### src/rtl/sha3pad_pkg.sv
// Shared widths, rates and encodings for the SHA3/SHAKE padding stage
// Message words are fixed at 64 bits with one strobe bit per byte
// Only SHA3 and SHAKE suffixes are supported

`default_nettype none

package sha3pad_pkg;

  ////////////////////////////////////////
  // Widths
  ////////////////////////////////////////

  localparam int MsgWidth   = 64;
  localparam int MsgStrbW   = MsgWidth / 8;
  localparam int StateW     = 1600;
  localparam int MsgEntries = StateW / MsgWidth;
  localparam int MsgAddrW   = 5;
  localparam int MsgCountW  = 5;

  ////////////////////////////////////////
  // Modes and strengths
  ////////////////////////////////////////

  typedef enum logic [0:0] {
    Sha3,
    Shake
  } sha3_mode_e;

  typedef enum logic [2:0] {
    L128,
    L224,
    L256,
    L384,
    L512
  } keccak_strength_e;

  // Rate in 64-bit words, indexed by strength
  localparam logic [MsgCountW-1:0] KeccakRateWords [5] = '{
    5'd21, 5'd18, 5'd17, 5'd13, 5'd9
  };

  // Function suffix with the first pad10*1 bit already appended
  localparam logic [4:0] FuncPadSha3  = 5'b00110;
  localparam logic [4:0] FuncPadShake = 5'b11111;

  ////////////////////////////////////////
  // Control encodings
  ////////////////////////////////////////

  typedef enum logic [2:0] {
    StIdle,
    StMessage,
    StPad,
    StPadRun,
    StPad01,
    StPadFlush
  } pad_st_e;

  // Source of the word written into the block buffer
  typedef enum logic [1:0] {
    MuxNone,
    MuxFifo,
    MuxFuncPad,
    MuxZeroEnd
  } mux_sel_e;

endpackage

`default_nettype wire

### src/rtl/blk_wr_if.sv
// Write control between the padding FSM and the block buffer
// block_full and last_word are combinational from the word counter

`timescale 1ns/1ps
`default_nettype none

interface blk_wr_if
  import sha3pad_pkg::*;
();

  // Controller side
  logic     wr_en;
  mux_sel_e sel;
  logic     clr;

  // Buffer side status
  logic     block_full;
  logic     last_word;

  modport ctrl_mp (
    output wr_en,
    output sel,
    output clr,
    input  block_full,
    input  last_word
  );

  modport buf_mp (
    input  wr_en,
    input  sel,
    input  clr,
    output block_full,
    output last_word
  );

endinterface

`default_nettype wire

### src/rtl/pad_block_buf.sv
// Block buffer with word counter and write-data mux
// strength_i and mode_i must stay stable from start to absorbed
// The buffer is cleared by clr, so words above the rate read as zero

`timescale 1ns/1ps
`default_nettype none

module pad_block_buf
  import sha3pad_pkg::*;
(
  input  wire                    clk_i,
  input  wire                    rst_b,

  input  keccak_strength_e       strength_i,
  input  sha3_mode_e             mode_i,

  input  wire [MsgWidth-1:0]     msg_data_i,
  input  wire [MsgWidth-9:0]     tail_data_i,
  input  wire [MsgStrbW-2:0]     tail_strb_i,

  output logic [StateW-1:0]      keccak_data_o,

  blk_wr_if.buf_mp               wr
);

  logic [MsgCountW-1:0]                 rate;
  logic [MsgCountW-1:0]                 cnt_q;
  logic [4:0]                           funcpad;
  logic [MsgWidth-9:0]                  tail_bytes;
  logic [2:0]                           pad_pos;
  logic [MsgWidth-1:0]                  end_word;
  logic [MsgWidth-1:0]                  wr_data;
  logic [MsgEntries-1:0][MsgWidth-1:0]  buf_q;

  ////////////////////////////////////////
  // Rate and word counter
  ////////////////////////////////////////

  always_comb begin
    unique case (strength_i)
      L128:    rate = KeccakRateWords[0];
      L224:    rate = KeccakRateWords[1];
      L256:    rate = KeccakRateWords[2];
      L384:    rate = KeccakRateWords[3];
      default: rate = KeccakRateWords[4];
    endcase
  end

  // Counter is also the write address
  always_ff @(posedge clk_i or negedge rst_b) begin
    if (!rst_b) begin
      cnt_q <= '0;
    end else if (wr.clr) begin
      cnt_q <= '0;
    end else if (wr.wr_en) begin
      cnt_q <= cnt_q + 5'd1;
    end
  end

  assign wr.block_full = (cnt_q == rate);
  assign wr.last_word  = ((cnt_q + 5'd1) == rate);

  ////////////////////////////////////////
  // Write data
  ////////////////////////////////////////

  assign funcpad = (mode_i == Shake) ? FuncPadShake : FuncPadSha3;

  // Keep strobed tail bytes and find the first free byte for the suffix
  always_comb begin
    tail_bytes = '0;
    pad_pos    = '0;
    for (int i = 0; i < MsgStrbW - 1; i++) begin
      if (tail_strb_i[i]) begin
        tail_bytes[8*i +: 8] = tail_data_i[8*i +: 8];
        pad_pos              = pad_pos + 3'd1;
      end
    end
  end

  // pad10*1 end bit only in the last rate word
  assign end_word = {wr.last_word, {(MsgWidth-1){1'b0}}};

  always_comb begin
    unique case (wr.sel)
      MuxFifo:    wr_data = msg_data_i;
      MuxFuncPad: wr_data = end_word | {8'h00, tail_bytes} |
                            (MsgWidth'(funcpad) << {pad_pos, 3'b000});
      MuxZeroEnd: wr_data = end_word;
      default:    wr_data = '0;
    endcase
  end

  ////////////////////////////////////////
  // Block buffer
  ////////////////////////////////////////

  always_ff @(posedge clk_i) begin
    if (wr.clr) begin
      buf_q <= '0;
    end else if (wr.wr_en) begin
      buf_q[cnt_q] <= wr_data;
    end
  end

  assign keccak_data_o = buf_q;

  // Controller never writes past the rate
  wr_addr_in_rate_a: assert property (
    @(posedge clk_i) disable iff (!rst_b)
    wr.wr_en |-> (cnt_q < rate)
  );

endmodule

`default_nettype wire

### src/rtl/pad_ctrl.sv
// Padding FSM for SHA3 and SHAKE
// Assumes start_i and process_i are single-cycle pulses, never together
// Assumes each Keccak run completes before the next run is requested

`timescale 1ns/1ps
`default_nettype none

module pad_ctrl
  import sha3pad_pkg::*;
(
  input  wire        clk_i,
  input  wire        rst_b,

  input  wire        start_i,
  input  wire        process_i,

  // Keccak control
  input  wire        keccak_ready_i,
  input  wire        keccak_complete_i,
  output logic       keccak_run_o,
  output logic       absorbed_o,

  // Message side
  input  wire        word_valid_i,
  output logic       accept_o,
  output logic       hold_o,
  output logic       tail_clr_o,

  // Block buffer control
  blk_wr_if.ctrl_mp  wr
);

  pad_st_e st_q;
  pad_st_e st_d;
  logic    process_q;
  logic    absorbed_d;

  ////////////////////////////////////////
  // Process latch
  ////////////////////////////////////////

  // process_i may come while a full block still waits for Keccak
  always_ff @(posedge clk_i or negedge rst_b) begin
    if (!rst_b) begin
      process_q <= 1'b0;
    end else if (process_i) begin
      process_q <= 1'b1;
    end else if (start_i) begin
      process_q <= 1'b0;
    end
  end

  ////////////////////////////////////////
  // State and absorbed registers
  ////////////////////////////////////////

  always_ff @(posedge clk_i or negedge rst_b) begin
    if (!rst_b) begin
      st_q       <= StIdle;
      absorbed_o <= 1'b0;
    end else begin
      st_q       <= st_d;
      absorbed_o <= absorbed_d;
    end
  end

  // Message phase is a plain level for the input side
  assign accept_o = (st_q == StMessage);

  ////////////////////////////////////////
  // Next state and outputs
  ////////////////////////////////////////

  always_comb begin
    st_d         = st_q;
    keccak_run_o = 1'b0;
    absorbed_d   = 1'b0;
    hold_o       = 1'b0;
    tail_clr_o   = 1'b0;
    wr.wr_en     = 1'b0;
    wr.sel       = MuxNone;
    wr.clr       = 1'b0;

    unique case (st_q)
      StIdle: begin
        // Keep the buffer empty between messages
        wr.clr = 1'b1;
        if (start_i) begin
          st_d = StMessage;
        end
      end

      StMessage: begin
        wr.sel = MuxFifo;
        if (wr.block_full) begin
          // A full block always goes out before padding starts
          hold_o = 1'b1;
          if (keccak_ready_i) begin
            keccak_run_o = 1'b1;
            wr.clr       = 1'b1;
          end
        end else if (process_q || process_i) begin
          hold_o = 1'b1;
          st_d   = StPad;
        end else begin
          wr.wr_en = word_valid_i;
        end
      end

      // Suffix word, merged with any tail bytes
      StPad: begin
        wr.sel   = MuxFuncPad;
        wr.wr_en = 1'b1;
        if (wr.last_word) begin
          st_d = StPadRun;
        end else begin
          st_d = StPad01;
        end
      end

      // Suffix filled the block, run once Keccak can take it
      StPadRun: begin
        if (keccak_ready_i) begin
          keccak_run_o = 1'b1;
          wr.clr       = 1'b1;
          st_d         = StPadFlush;
        end
      end

      // Zero fill up to the end bit in the last rate word
      StPad01: begin
        wr.sel = MuxZeroEnd;
        if (wr.block_full) begin
          if (keccak_ready_i) begin
            keccak_run_o = 1'b1;
            wr.clr       = 1'b1;
            st_d         = StPadFlush;
          end
        end else begin
          wr.wr_en = 1'b1;
        end
      end

      StPadFlush: begin
        wr.clr     = 1'b1;
        tail_clr_o = 1'b1;
        if (keccak_complete_i) begin
          absorbed_d = 1'b1;
          st_d       = StIdle;
        end
      end

      default: begin
        st_d = StIdle;
      end
    endcase
  end

  ////////////////////////////////////////
  // Assertions
  ////////////////////////////////////////

  run_pulse_a: assert property (
    @(posedge clk_i) disable iff (!rst_b)
    keccak_run_o |=> !keccak_run_o
  );

  // Zero fill is only entered when the suffix did not take the last word
  pad01_not_last_a: assert property (
    @(posedge clk_i) disable iff (!rst_b)
    (st_q == StPad01) && $past(st_q == StPad) |-> !wr.block_full
  );

endmodule

`default_nettype wire

### src/rtl/pad_msg_in.sv
// Message input side of the padding stage
// A partial word must be the last word of a message, strobes contiguous from byte 0
// Ready is combinational and only high while the controller accepts messages

`timescale 1ns/1ps
`default_nettype none

module pad_msg_in
  import sha3pad_pkg::*;
(
  input  wire                     clk_i,
  input  wire                     rst_b,

  // Message stream
  input  wire                     msg_valid_i,
  input  wire [MsgStrbW-1:0]      msg_strb_i,
  // Only the low seven bytes can ever be part of a tail
  input  wire [MsgWidth-9:0]      msg_data_i,
  output logic                    msg_ready_o,

  // Controller handshake
  input  wire                     accept_i,
  input  wire                     hold_i,
  input  wire                     tail_clr_i,
  output logic                    word_valid_o,

  // Latched partial word for the suffix merge
  output logic [MsgWidth-9:0]     tail_data_o,
  output logic [MsgStrbW-2:0]     tail_strb_o
);

  logic                msg_full;
  logic                tail_load;
  logic [MsgWidth-9:0] tail_data_q;
  logic [MsgStrbW-2:0] tail_strb_q;

  ////////////////////////////////////////
  // Beat classification
  ////////////////////////////////////////

  // All strobes set means a word for the block buffer
  assign msg_full = &msg_strb_i;

  // Partial beats are taken even while the buffer is held,
  // they never touch the buffer directly
  assign tail_load = accept_i & msg_valid_i & ~msg_full;

  // Full word goes to the buffer unless the block is waiting for Keccak
  assign word_valid_o = accept_i & msg_valid_i & msg_full & ~hold_i;

  assign msg_ready_o = tail_load | word_valid_o;

  ////////////////////////////////////////
  // Tail registers
  ////////////////////////////////////////

  // Strobe state decides where the suffix lands
  always_ff @(posedge clk_i or negedge rst_b) begin
    if (!rst_b) begin
      tail_strb_q <= '0;
    end else if (tail_clr_i) begin
      tail_strb_q <= '0;
    end else if (tail_load) begin
      tail_strb_q <= msg_strb_i[MsgStrbW-2:0];
    end
  end

  // Tail bytes, qualified by the strobe
  always_ff @(posedge clk_i) begin
    if (tail_load) begin
      tail_data_q <= msg_data_i;
    end
  end

  assign tail_data_o = tail_data_q;
  assign tail_strb_o = tail_strb_q;

  ////////////////////////////////////////
  // Assertions
  ////////////////////////////////////////

  // Captured tail strobes run from byte 0 without gaps so the suffix lands right after them
  tail_contiguous_a: assert property (
    @(posedge clk_i) disable iff (!rst_b)
    tail_load |-> msg_strb_i[0] && ((msg_strb_i & (msg_strb_i + 1'b1)) == '0)
  );

endmodule

`default_nettype wire

### src/rtl/sha3pad_top.sv
// SHA3/SHAKE message padding in front of a Keccak permutation
// keccak_data_o is valid in the cycle keccak_run_o is high
// mode_i and strength_i must be held from start_i until absorbed_o

`timescale 1ns/1ps
`default_nettype none

module sha3pad_top
  import sha3pad_pkg::*;
(
  input  wire                   clk_i,
  input  wire                   rst_b,

  // Message stream
  input  wire                   msg_valid_i,
  input  wire [MsgWidth-1:0]    msg_data_i,
  input  wire [MsgStrbW-1:0]    msg_strb_i,
  output logic                  msg_ready_o,

  // Configuration
  input  sha3_mode_e            mode_i,
  input  keccak_strength_e      strength_i,

  // Control pulses
  input  wire                   start_i,
  input  wire                   process_i,

  // Keccak side
  output logic [StateW-1:0]     keccak_data_o,
  input  wire                   keccak_ready_i,
  output logic                  keccak_run_o,
  input  wire                   keccak_complete_i,
  output logic                  absorbed_o
);

  logic                accept;
  logic                hold;
  logic                tail_clr;
  logic                word_valid;
  logic [MsgWidth-9:0] tail_data;
  logic [MsgStrbW-2:0] tail_strb;

  blk_wr_if i_blk_wr ();

  pad_msg_in i_pad_msg_in (
    .clk_i        (clk_i),
    .rst_b        (rst_b),
    .msg_valid_i  (msg_valid_i),
    .msg_strb_i   (msg_strb_i),
    .msg_data_i   (msg_data_i[MsgWidth-9:0]),
    .msg_ready_o  (msg_ready_o),
    .accept_i     (accept),
    .hold_i       (hold),
    .tail_clr_i   (tail_clr),
    .word_valid_o (word_valid),
    .tail_data_o  (tail_data),
    .tail_strb_o  (tail_strb)
  );

  pad_ctrl i_pad_ctrl (
    .clk_i             (clk_i),
    .rst_b             (rst_b),
    .start_i           (start_i),
    .process_i         (process_i),
    .keccak_ready_i    (keccak_ready_i),
    .keccak_complete_i (keccak_complete_i),
    .keccak_run_o      (keccak_run_o),
    .absorbed_o        (absorbed_o),
    .word_valid_i      (word_valid),
    .accept_o          (accept),
    .hold_o            (hold),
    .tail_clr_o        (tail_clr),
    .wr                (i_blk_wr.ctrl_mp)
  );

  pad_block_buf i_pad_block_buf (
    .clk_i         (clk_i),
    .rst_b         (rst_b),
    .strength_i    (strength_i),
    .mode_i        (mode_i),
    .msg_data_i    (msg_data_i),
    .tail_data_i   (tail_data),
    .tail_strb_i   (tail_strb),
    .keccak_data_o (keccak_data_o),
    .wr            (i_blk_wr.buf_mp)
  );

endmodule

`default_nettype wire

### config.mk
export PLATFORM = sky130hd
export DESIGN_NAME = sha3pad_top
export DESIGN_NICKNAME = d
export VERILOG_FILES = /design/src/rtl/sha3pad_pkg.sv /design/src/rtl/blk_wr_if.sv /design/src/rtl/pad_block_buf.sv /design/src/rtl/pad_ctrl.sv /design/src/rtl/pad_msg_in.sv /design/src/rtl/sha3pad_top.sv
export SDC_FILE = /design/constraint.sdc
export NUM_CORES = 2
export LEC_CHECK = 0
export BUFFER_PORTS_ARGS = -buffer_cell sky130_fd_sc_hd__buf_2
export CAP_MARGIN = 30
export CORE_AREA = 2 2 656 658
export CTS_CLUSTER_SIZE = 20
export DETAILED_ROUTE_END_ITERATION = 6
export DIE_AREA = 0 0 658 660
export GPL_TIMING_DRIVEN = 0
export HOLD_SLACK_MARGIN = 0.02
export SLEW_MARGIN = 25
export SYNTH_ARGS = -nofsm -noshare
export SYNTH_HDL_FRONTEND = slang
export SYNTH_HIERARCHICAL = 1
export SYNTH_SLANG_ARGS = --single-unit
### constraint.sdc
create_clock -name clk_i -period 8.8 [get_ports clk_i]
set_input_delay 1.76 -clock clk_i [delete_from_list [all_inputs] [get_ports clk_i]]
set_output_delay 1.76 -clock clk_i [all_outputs]
set_load 0.1 [all_outputs]
Word level (Yosys, flattened, before mapping)

Cells that the tools add are included.
W data, S select, Z words.

Register bits after elaboration: 1673
Bits of input ports: 83
Output and inout bits: 1603
Logic and storage cells: 128

Add/sub/neg operators: 7
Order comparisons: 2
Eq/ne operators: 18
Shifts and indexed selects: 1
Muxes and demuxes: 49
Bitwise logic cells: 9
Reductions and logical operators: 11

Operators with widths:

| kind                  | count |
|---|---|
| $bwmux W1600          | 1 |
| $demux W64 S5         | 1 |
| $pmux W64 S3          | 1 |
| $mux W64              | 1 |
| $or A64 B56 Y64       | 1 |
| $or A64 B64 Y64       | 1 |
| $shl A5 B6 Y64        | 1 |
| $mux W8               | 7 |
| $mux W3               | 13 |
| $pmux W5 S4           | 1 |
| $pmux W3 S6           | 1 |
| $add A3 B1 Y3 const B | 5 |
| $mux W5               | 3 |
| $mux W1               | 14 |
| $mux W7               | 2 |
| $eq A3 B2 Y1 const B  | 4 |
| $eq A5 B5 Y1          | 2 |
| $ne A2 B2 Y1 const B  | 4 |
| $reduce_and A8 Y1     | 1 |
| $eq A3 B1 Y1 const B  | 2 |
| $eq A3 B3 Y1 const B  | 2 |
| $logic_not A3 Y1      | 2 |
| $lt A5 B6 Y1 const B  | 1 |
| $pmux W1 S3           | 2 |
| other kinds (16)      | 24 |

Logic depth before layout (Yosys ltp)

Depth in word-level cells: 17
Mapped depth: 23
Mapped depth without buffers: 20

Hierarchy

The synthesis kept the hierarchy.

Modules (own cells, without submodules):

| module        | instances | cells an instance | area an instance (sq um) | seq. area each (sq um) |
|---|---|---|---|---|
| pad_block_buf | 1         | 6486              | 60007.6                  | 32155.8 |
| pad_msg_in    | 1         | 94                | 2080.7                   | 1856.8 |
| pad_ctrl      | 1         | 50                | 456.7                    | 125.1 |

Least setup slack after synthesis

No wires, ideal clock.

Kind: input -> output
From: input strength_i[1]
To: output msg_ready_o
Data arrival time: 4.208 ns
Data required time: 7.040 ns
Slack: 2.832 ns
Cell stages on the path: 7
Path buffers: 0
Cell sequence: nor3b_1 nor2_1 a22oi_1 nor3_1 nor3_1 nor2b_1 a31oi_1

Word-level cells in the longest chain between the ends: 8
Elaborated cells on any way between the ends: 11
Those cells by class: eq/ne (4); mux (3); bitwise (3); reduce/logical (1)

Ends and longest elaborated chain:

| what                                       | RTL line            | source |
|---|---|---|
| start: declaration                         | sha3pad_top.sv:22   | `input keccak_strength_e strength_i,` |
| $eq A3 B2 Y1, or another cell as far along | pad_block_buf.sv:40 | `unique case (strength_i)` |
| $pmux W5 S4 *                              | pad_block_buf.sv:40 |  |
| $eq A5 B5 Y1 *                             | pad_block_buf.sv:60 | `assign wr.block_full = (cnt_q == rate);` |
| net i_blk_wr.block_full                    | blk_wr_if.sv:17     | `logic block_full;` |
| $mux W1 *                                  | pad_ctrl.sv:95      | `if (wr.block_full) begin` |
| $mux W1 *                                  | pad_ctrl.sv:84      | `unique case (st_q)` |
| net hold                                   | sha3pad_top.sv:37   | `logic hold;` |
| $not A1 Y1 *                               | pad_msg_in.sv:49    | `assign word_valid_o = accept_i & msg_valid_i & msg_full & ~hold_i;` |
| $and A1 B1 Y1 *                            | pad_msg_in.sv:49    |  |
| $or A1 B1 Y1 *                             | pad_msg_in.sv:51    | `assign msg_ready_o = tail_load \| word_valid_o;` |
| end: declaration                           | sha3pad_top.sv:18   | `output logic msg_ready_o,` |

Mark *: on every way through the listed nets, which the timed path passes. The rest lies on a longest branch.

Worst setup path in the final report

From: register i_pad_msg_in.tail_strb_q[0] (netlist: i_pad_msg_in/tail_strb_o[0])
To: register i_pad_block_buf.buf_q, in the netlist i_pad_block_buf/keccak_data_o[1226]

Word-level cells in the longest chain between the ends: 17

Ends and longest elaborated chain:

| what                           | RTL line             | source |
|---|---|---|
| start: declaration             | pad_msg_in.sv:35     | `logic [MsgStrbW-2:0] tail_strb_q;` |
| start signal: assignment       | pad_msg_in.sv:64     | `tail_strb_q <= msg_strb_i[MsgStrbW-2:0];` |
| $mux W1 *                      | pad_block_buf.sv:74  | `if (tail_strb_i[i]) begin` |
| $add A1 B1 Y2                  | pad_block_buf.sv:76  | `pad_pos = pad_pos + 3'd1;` |
| $mux W3 *                      | pad_block_buf.sv:74  |  |
| $add A3 B1 Y3                  | pad_block_buf.sv:76  |  |
| $mux W3 *                      | pad_block_buf.sv:74  |  |
| $add A3 B1 Y3                  | pad_block_buf.sv:76  |  |
| $mux W3 *                      | pad_block_buf.sv:74  |  |
| $add A3 B1 Y3                  | pad_block_buf.sv:76  |  |
| $mux W3 *                      | pad_block_buf.sv:74  |  |
| $add A3 B1 Y3                  | pad_block_buf.sv:76  |  |
| $mux W3 *                      | pad_block_buf.sv:74  |  |
| $add A3 B1 Y3                  | pad_block_buf.sv:76  |  |
| $mux W3 *                      | pad_block_buf.sv:74  |  |
| $shl A5 B6 Y64 *               | pad_block_buf.sv:88  | `(MsgWidth'(funcpad) << {pad_pos, 3'b000});` |
| $or A64 B64 Y64 *              | pad_block_buf.sv:87  | `MuxFuncPad: wr_data = end_word \| {8'h00, tail_bytes} \|` |
| $pmux W64 S3 *                 | pad_block_buf.sv:85  | `unique case (wr.sel)` |
| $bwmux W1600 *                 | pad_block_buf.sv:102 | `buf_q[cnt_q] <= wr_data;` |
| end signal: indexed assignment | pad_block_buf.sv:102 |  |
| end: declaration               | pad_block_buf.sv:33  | `logic [MsgEntries-1:0][MsgWidth-1:0] buf_q;` |

Mark *: on every way between the ends. The rest lies on a longest branch, timed or not.
A chain may end at the register's enable or synchronous reset.

==> results.tsv <==
stage	metric	value	unit
sta	setup TNS	0	ps
global_route	largest net degree at the start of global routing	22	
sta	worst hold slack	450	ps
synthesis	count leader, synth	dfxtp_1	
flow_run	Max Cap Viol	0	
sta	Tcrit/Tclk final	0.837	
sta	minimum clock period	7370	ps
worst_setup_path	critical path startpoint category	register	
sta	Max Slew Vio Count	0	
power	Pleak	34.1	nW
synthesis	Avg Cell Area, Syn	9.43	um^2
place	routability congestion estimate	0.911	
synthesis	Cell variety after synth	73	
global_route	antenna violations before repair	106	
worst_setup_path	nature of the critical path endpoint	register	
place	hpwl dp	425000	um
floorplan	I/O Pins	1686	
cts	Worst-path clk slew	60	ps
power	Power Dens Cells	431	nW/um^2
drt	First-pass DRT Iterations	6	
cts	CTS tree	done	
cts	Sink Count	1673	
sta	slew margin rel.	0.235	
cts	CTS root buf	clkbuf_16	
global_route	vias in the first global route	60800	
floorplan	Die Span Y	660	um
min_path	HP Class	reg -> reg	
global_route	remaining global-route overflow	0	
place	PortBufs	1685	
power	Tot Pwr	38.5	mW
synthesis	Synth Flop Type	dfxtp_1	
synthesis	synth cell count leaders	dfxtp_1, nor2_1, clkbuf_1	
floorplan	Placeable Area	427000	um^2
worst_setup_path	kind of critical path	reg -> reg	
sta	Worst-Margin Slew	1150	ps
floorplan	chip width	658	um
sta	Final setup violation count	0	
synthesis	syn_nets	6723	
status	run status	finished clean	
synthesis	synth warn	6	
cts	# H-tree levels	4	
cells_and_area	layout cells sized above 1	0.292	
floorplan	FP Rows	240	
synthesis	synthesis-stage register bit count	1673	
drt	Routed Wire Length	513000	um
synthesis	sequential fraction of the synthesis area	0.546	
worst_setup_path	arrival time worst endpoint	8180	ps
synthesis	area leader, netlist	dfxtp_1	
cts	Post-CTS Setup Repair Bufs	0	
place	pre-CTS setup slack	901	ps
global_route	first-pass GRT wire length	640000	um
drt	drt wl/cell	35.1	um
synthesis	Post-Syn Area	62500	um^2
cells_and_area	FF/Latch Area	34100	um^2
sta	Final Hold Fails	0	
drt	Vias/cell	4.54	
drt	ANT nets after route	0	
synthesis	synthesized netlist cell count	6630	
cells_and_area	Synth-to-Final Area Change	43.0	%
synthesis	top cells by area, synth	dfxtp_1, a211oi_1, nand3b_1	
synthesis	Yosys top cell area share	0.512	
cts	maximum buffer depth of the clock tree	4	
cts	CTS Hold Bufs	0	
cells_and_area	multi-input logic area	26200	um^2
cts	# resized after CTS	0	
cts	clk_lat worst skew	950	ps
cells_and_area	layout net count	8800	
power	Max IR drop VDD	0.569	mV
drt	DRC viols	0	
global_route	GRT Util Overall	0.224	
floorplan	die area	434000	um^2
sta	RSZ-0062 raised after global routing	no	
floorplan	Initial Util	0.147	
drt	Starting DRT DRC Count	7293	
worst_setup_path	crit-path max FO	11	
drt	Via Count	66400	
sta	setup ws final	1430	ps
synthesis	ys async rst share	0.0102	
sta	max frequency	136	MHz
cells_and_area	FILL cells	47200	
synthesis	Post-synth EDFFs	56	
cts	TritonCTS buffer count	196	
sta	worst-case clock skew	102	ps
worst_setup_path	WP data required	9610	ps
final timing paths:
kind                       slack, ps                                            start  depth (start not counted)                                               end
setup / recovery                1430          i_pad_msg_in/tail_strb_o[0]$_DFFE_PN0P_                         22  i_pad_block_buf/keccak_data_o[1226]$_SDFFE_PP0P_
hold / removal                   450  i_pad_block_buf/keccak_data_o[125]$_SDFFE_PP0P_                          2   i_pad_block_buf/keccak_data_o[125]$_SDFFE_PP0P_
setup reg to reg                1430          i_pad_msg_in/tail_strb_o[0]$_DFFE_PN0P_                         22  i_pad_block_buf/keccak_data_o[1226]$_SDFFE_PP0P_
hold reg to reg                  450  i_pad_block_buf/keccak_data_o[125]$_SDFFE_PP0P_                          2   i_pad_block_buf/keccak_data_o[125]$_SDFFE_PP0P_
max in group asynchronous       7460                                            rst_b                          1              i_pad_block_buf/cnt_q[4]$_DFFE_PN0P_
min in group asynchronous        870                                            rst_b                          1           i_pad_msg_in/tail_strb_o[6]$_DFFE_PN0P_
per-stage QoR:
step / util / std cells / cell area [um^2]
after global placement: 0.183 / 14000 / 78100
after floorplan: - / 6630 / 62500
after CTS: 0.209 / 14500 / 89200
final: 0.210 / 14600 / 89400
after global routing: 0.209 / 14600 / 89300
after detailed placement: 0.194 / 14200 / 82600
cell usage in the layout, fill, tap and decap left out, types with 54 or more instances in the layout:
cell	synthesis	final
buf_16	0	54
clkbuf_2	18	179
nor3_1	60	57
clkbuf_16	0	198
o311ai_0	75	75
a211o_1	74	74
o31ai_1	77	77
buf_2	39	1737
dfxtp_1	1600	1600
buf_6	6	79
nor2_1	994	982
edfxtp_1	56	56
o22ai_1	128	127
a21oi_1	273	267
a211oi_1	681	680
o211ai_1	77	77
nand2_1	229	224
o21ai_0	373	373
clkbuf_1	716	592
nand3b_1	627	627
diode_2	0	60
kinds of logic (layout without fill, tap and decap cells):
kind of cell | after synthesis | in the layout | synth area share
AND/OR/NAND/NOR | 2089 | 2089 | 0.172
AO/OA/AOI/OAI | 2003 | 2003 | 0.224
flip-flops | 1673 | 1673 | 0.546
buffers and inverters | 830 | 3066 | 0.0518
XOR/XNOR | 19 | 19 | 0.00346
adder cells (fa/ha/maj) | 10 | 10 | 0.00200
multiplexers | 6 | 6 | 0.00104
other | 0 | 60 | 0
critical path: stages (launching register included):
cell      delay, ps
dfrtp_1         400
inv_1            60
ha_1            340
xor2_1          160
ha_1            280
nor2b_1         350
nor2_1          100
ha_1            300
nand2_1          60
o31ai_1          80
ha_1            300
inv_1            40
a32oi_1         210
buf_2           480
and2_1          200
ha_1            140
nand2_1          70
xnor2_1         550
xor2_2          730
buf_2           530
nand4_1         940
clkbuf_1        620
o22ai_1         310
area by class of cell:
cell class / count / share of cell area
timing repair buffer: 1879 / 0.132
clock inverter: 89 / 0.0121
clock buffer: 268 / 0.0617
buffer: 817 / 0.0382
antenna: 60 / 0.00168
inverter: 13 / 0.000546
tap: 5687 / 0.0796
multi-input combinational: 4127 / 0.292
sequential: 1673 / 0.382
registers in the layout (all words and copies together), names as in the netlist:
signal,flops
i_pad_ctrl/st_q,3
i_pad_msg_in/tail_data_o,56
i_pad_msg_in/tail_strb_o,7
i_pad_block_buf/cnt_q,5
i_pad_ctrl/absorbed_o,1
i_pad_ctrl/process_q,1
i_pad_block_buf/keccak_data_o,1600
per-layer routing:
metal	vias to the layer above	global-route usage	part of all wire
li1	28400	-	-
met1	32900	0.245	0.36
met2	4090	0.387	0.48
met3	972	0.0607	0.084
met4	14	0.136	0.071
met5	-	0	0.00018
power breakdown:
group | switching [mW] | leakage [nW] | total [mW] | internal (mW)
logic | 17.4 | 17.3 | 21.9 | 4.58
clock network | 3.75 | 3.22 | 8.53 | 4.78
registers | 0.151 | 13.6 | 8.02 | 7.87
Note: power is estimated with default switching activity, not from simulation.
